<file path="config.mk">
export PLATFORM = sky130hd
export DESIGN_NAME = exe_dispatch
export DESIGN_NICKNAME = d
export VERILOG_FILES = /design/src/logic/exe_pkg.sv /design/src/logic/exe_dispatch.sv
export SDC_FILE = /design/constraint.sdc
export NUM_CORES = 1
export LEC_CHECK = 0
export ABC_CLOCK_PERIOD_IN_PS = 1900
export BUFFER_PORTS_ARGS = -buffer_cell sky130_fd_sc_hd__buf_2
export CORE_AREA = 2 2 39 41
export DETAILED_ROUTE_END_ITERATION = 12
export DIE_AREA = 0 0 41 43
export HOLD_SLACK_MARGIN = 0.02
export PLACE_DENSITY_LB_ADDON = 0.1
export SKIP_LAST_GASP = 1
export SLEW_MARGIN = 0
export SYNTH_ARGS = -nofsm -noshare
export SYNTH_HDL_FRONTEND = slang
export SYNTH_SLANG_ARGS = --single-unit
</file>
<file path="constraint.sdc">
create_clock -name clk -period 1.9 [get_ports clk]
set_clock_uncertainty 0.2 [all_clocks]
set_input_delay 0.095 -clock clk [delete_from_list [all_inputs] [get_ports clk]]
set_output_delay 0.095 -clock clk [all_outputs]
set_load 0.005 [all_outputs]
</file>
<file path="src/logic/exe_pkg.sv">
// shared types and constants for the RV64I execute cluster.
// NUM_LANES must be a power of two, 2 or more; the lane pointers wrap on overflow.
package exe_pkg;

  localparam int NUM_LANES = 4;

  typedef logic [63:0] xlen_t;
  typedef logic [31:0] inst_t;
  typedef logic [4:0]  ridx_t;
  typedef logic [6:0]  opcode_t;
  typedef logic [2:0]  funct3_t;
  typedef logic [6:0]  funct7_t;
  typedef logic [$clog2(NUM_LANES)-1:0] lane_idx_t;

  // major opcodes.
  localparam opcode_t OPC_OP     = 7'b0110011;
  localparam opcode_t OPC_OP_IMM = 7'b0010011;
  localparam opcode_t OPC_LUI    = 7'b0110111;
  localparam opcode_t OPC_AUIPC  = 7'b0010111;
  localparam opcode_t OPC_JAL    = 7'b1101111;
  localparam opcode_t OPC_JALR   = 7'b1100111;
  localparam opcode_t OPC_BRANCH = 7'b1100011;
  localparam opcode_t OPC_LOAD   = 7'b0000011;
  localparam opcode_t OPC_STORE  = 7'b0100011;

  // branch conditions.
  localparam funct3_t F3_BEQ  = 3'b000;
  localparam funct3_t F3_BNE  = 3'b001;
  localparam funct3_t F3_BLT  = 3'b100;
  localparam funct3_t F3_BGE  = 3'b101;
  localparam funct3_t F3_BLTU = 3'b110;
  localparam funct3_t F3_BGEU = 3'b111;

  // alu operations, sub and sra picked by funct7 bit 5.
  localparam funct3_t F3_ADD  = 3'b000;
  localparam funct3_t F3_SLL  = 3'b001;
  localparam funct3_t F3_SLT  = 3'b010;
  localparam funct3_t F3_SLTU = 3'b011;
  localparam funct3_t F3_XOR  = 3'b100;
  localparam funct3_t F3_SR   = 3'b101;
  localparam funct3_t F3_OR   = 3'b110;
  localparam funct3_t F3_AND  = 3'b111;

  typedef struct packed {
    xlen_t   pc;
    inst_t   inst;
    opcode_t opcode;
    funct3_t funct3;
    funct7_t funct7;
    xlen_t   op1;     // rs1, or pc for auipc.
    xlen_t   op2;     // rs2 or immediate.
    xlen_t   t1;      // rs2 for branch/store, imm for jalr.
    ridx_t   rd;
  } dec_pkt_t;

  typedef struct packed {
    xlen_t   pc;
    inst_t   inst;
    ridx_t   rd;
    logic    rd_wen;
    xlen_t   rd_wdata;
    logic    pc_jmp;
    xlen_t   pc_jmpaddr;
    logic    memren;
    logic    memwen;
    xlen_t   mem_addr;
    xlen_t   mem_wdata;
  } res_pkt_t;

  typedef enum logic {
    LANE_IDLE,
    LANE_BUSY
  } lane_state_e;

endpackage

</file>
<file path="src/logic/exe_dispatch.sv">
`timescale 1ns/1ps
// strict rotation; a busy lane at the pointer stalls decode even if others are free.
module exe_dispatch (
  input  logic                          clk,
  input  logic                          rst,
  input  logic                          i_dec_req,
  output logic                          o_dec_ack,
  output logic [exe_pkg::NUM_LANES-1:0] o_lane_req,
  input  logic [exe_pkg::NUM_LANES-1:0] i_lane_ack
);
  import exe_pkg::*;

  lane_idx_t wr_ptr;
  logic      dec_hs;

  always_comb begin
    for (int i = 0; i < NUM_LANES; i++) begin
      o_lane_req[i] = i_dec_req && (wr_ptr == lane_idx_t'(i));
    end
  end

  assign o_dec_ack = i_lane_ack[wr_ptr];
  assign dec_hs    = i_dec_req && o_dec_ack;

  always_ff @(posedge clk) begin
    if (rst) begin
      wr_ptr <= '0;
    end else if (dec_hs) begin
      wr_ptr <= wr_ptr + lane_idx_t'(1);   // wraps, lane count is a power of two.
    end
  end

endmodule

</file>
==> summary.txt <==
Synthesis
  – Total of warnings raised by yosys: 0
  – Syn avg cell area: 8.52 sq um
  – Area fraction of the dominant cell type after synthesis: 0.226
  – Count of distinct cell types in the synthesized netlist: 17
  – Yosys reg bits: 2
  – Portion of the post-synthesis area used by sequential elements: 0.181
  – Syn_nets: 37
  – Syn Inst Count: 26
  – Post-synthesis instance area: 221 sq um
  – Leading area contributor after synthesis: sky130_fd_sc_hd__ha_1
  – Largest cells by area after synthesis: sky130_fd_sc_hd__ha_1 23%, sky130_fd_sc_hd__dfxtp_1 18%, sky130_fd_sc_hd__and2_1 11%, sky130_fd_sc_hd__and4bb_2 5.6%, sky130_fd_sc_hd__mux2_2 5.1%

Final layout
  – Commonest non-fill, non-tap cells in the layout: 11 x sky130_fd_sc_hd__buf_2, 4 x sky130_fd_sc_hd__and2_1, 4 x sky130_fd_sc_hd__ha_1
  – Flip-flop count of the largest register after layout: 2
  – Regs by FF count: wr_ptr (2)
  – # nets final: 57
  – Top reg by flops: wr_ptr
  – Finished layout cell area: 357 sq um
  – Share of layout cells above drive strength 1: 0.409
  – Most common cell after layout, fill and taps aside: sky130_fd_sc_hd__buf_2
  – Final cell utilization of the core: 0.258
  – Antenna Diode Count: 0
  – Signed area change from the synthesized netlist to the final layout: 61.0%

Clocking
  – Reg clk slew, reported paths: 0.03 ns
  – Maximum root-to-sink buffer count: 2
  – Clock root buffer: sky130_fd_sc_hd__clkbuf_4
  – PostCTS Resize Cnt: 0
  – Post-CTS repair timing setup buffer count: 0
  – CTS sink cnt: 2
  – Insertion delay to the later sink of the worst-skew pair: 0.23 ns
  – CTS tree: built
  – Post-CTS Hold Fix Bufs: 3
  – TritonCTS Buffers: 3
  – Deepest level of the CTS H-tree: 1

Power
  – Leakage power figure: 0.168 nW
  – Peak ir drop on the vdd network: 204 uV
  – Clock network power share: 0.453
  – NetSw: 0.0000629 W
  – Share of power burned in registers: 0.254
  – Tot Pwr: 0.000214 W
  – Net switching fraction of the power: 0.294
  – Cell-internal power: 0.000151 W
  – Comb power frac: 0.293
  – Ratio of total power to cell area: 601 nW/um^2

Die
  – Die width: 41 um
  – Top Ports: 12
  – Floorplan core area: 1380 sq um
  – Area of the die: 1760 sq um
  – Initial core utilization: 0.160
  – Vertical die dimension: 43 um
  – Number of rows in the core area: 14

Setup path
  – Arrival @ worst endpoint: 1.35 ns
  – Worst R2R Start: wr_ptr[0]
  – WP depth: 4
  – Capture instance of the worst register-to-register path: wr_ptr[1]
  – WS Path Type: flop to output port
  – Cell with the largest stage delay on the worst path: sky130_fd_sc_hd__dfxtp_1
  – Cell Chain, Critical Path: mux2_2, nor2_1, a21oi_1, buf_2
  – Critical path destination: o_dec_ack
  – Cell type group with the largest total delay on the critical path: flip-flops
  – Minimum setup slack among reg-to-reg paths: 0.38 ns
  – Maximum fanout count along the critical path: 8
  – Worst reg-to-reg path cell count: 4
  – Delay of the slowest critical-path stage: 0.47 ns
  – Worst Path Required: 1.60 ns
  – Launching element type of the critical path: flop
  – CP Buf/Inv Count: 1
  – Endpoint type of the worst setup path: output port
  – First element of the critical path: wr_ptr[0]

Placement
  – PortBufs: 11
  – Routability-driven placement congestion ratio: 0.757
  – Detailed placement HPWL: 460 um
  – Instance area at placement: 304 sq um
  – Worst setup slack after placement: 0.369 ns

Routing
  – Detailed Route WL: 592 um
  – Post-route ant nets: 0
  – DRC violation total after the first TritonRoute iteration: 3
  – Count of TritonRoute iterations in the first routing pass: 2
  – Routed via count: 262
  – Post-DR wirelength/cell: 9.87 um
  – Post-route DRC: 0
  – Vias per std cell: 4.37

Run status
  – Status: complete, no violations

STA
  – Worst setup slack after layout: 0.254 ns
  – Max_slew headroom: 0.808
  – Number of failing setup endpoints in the final timing report: 0
  – Slew at the pin with the worst max-slew slack: 0.287 ns
  – Setup TNS: 0 ns
  – Unrepaired setup endpoints after global routing: false
  – Total count of max-transition violations in the final report: 0
  – Peak Freq: 0.607 GHz
  – Post-route minimum period: 1.65 ns
  – Final critical-path share of the clock period: 0.867
  – Number of failing hold endpoints at the final stage: 0

Global routing
  – Antenna violations before repair: 0
  – Sum of overflow across all layers after global routing: 0
  – Global-route usage over all layers: 0.0842
  – Vias in the first global route: 255
  – Global-route wire length before repair: 972 um
  – Maximum number of pins on one net before global-route repair: 9

Flow run
  – Maximum capacitance violations: 0

Min path
  – Path class of the lowest-slack min-delay path: input pin to flop
through the flow:
step           hold WS, ns  instances
3_3_place_gp        0.0713         54
5_1_grt             0.0540         60
4_1_cts             0.0303         60
6_report            0.0357         60
3_5_place_dp        0.0755         54
2_1_floorplan      -0.0359         26
power groups by stage:
| stage | Sequential [W] | Clock [W] | Combinational, W |
|---|---|---|---|
| global route | 0.0000555 | 0.0000981 | 0.0000725 |
| CTS | 0.0000545 | 0.000100 | 0.0000636 |
| finish | 0.0000544 | 0.0000970 | 0.0000629 |
| global placement | 0.0000552 | 0 | 0.0000577 |
| detailed placement | 0.0000551 | 0 | 0.0000589 |
| floorplan | 0.0000544 | 0 | 0.0000319 |
synthesized netlist by cell type, drive strengths merged:
cell / n
and2: 4
ha: 4
inv: 3
a21oi: 2
dfxtp: 2
a211oi: 1
a31oi: 1
a32oi: 1
and4bb: 1
mux2: 1
mux2i: 1
nand4: 1
nor2: 1
nor3b: 1
o21ai: 1
or3: 1
per-layer routing:
| layer | GRT usage | part of all wire | up-vias |
|---|---|---|---|
| met4 | 0.0800 | 0 | 0 |
| li1 | - | - | 130 |
| met3 | 0.0314 | 0.069 | 0 |
| met1 | 0.0958 | 0.46 | 124 |
| met5 | 0 | 0 | - |
| met2 | 0.113 | 0.47 | 8 |
worst min-delay path by stage:
stage / end / startpoint / cells past startpoint / slack (ns)
floorplan: wr_ptr[1] / rst / 1 / -0.04
global placement: wr_ptr[1] / rst / 2 / 0.07
detailed placement: wr_ptr[1] / rst / 2 / 0.08
CTS: wr_ptr[0] / i_dec_req / 3 / 0.03
global route: wr_ptr[0] / i_dec_req / 3 / 0.05
finish: wr_ptr[0] / i_dec_req / 3 / 0.04
tightest hold or removal path, stage by stage:
cell and delay [ns]:
sky130_fd_sc_hd__buf_2 0.14, sky130_fd_sc_hd__nand4_1 0.10, sky130_fd_sc_hd__a31oi_1 0.07
final cells by class:
type	instances	area [sq um]
Clock buffer	3	22.5
Fill cell	158	1030
Inverter	3	11.3
Multi-Input combinational cell	21	170
Sequential cell	2	40.0
Tap cell	16	20.0
Timing Repair Buffer	15	92.6
cells by family (layout without fill, tap and decap cells):
logic type	after synthesis	after routing	synth area share
and+or+nand+nor	9	9	0.277
AOI/OAI and AO/OA	6	6	0.170
adders and majority gates	4	4	0.226
buffers and inverters	3	21	0.0508
muxes	2	2	0.0960
DFF	2	2	0.181
No activity file was read; power rests on OpenSTA's default activity.
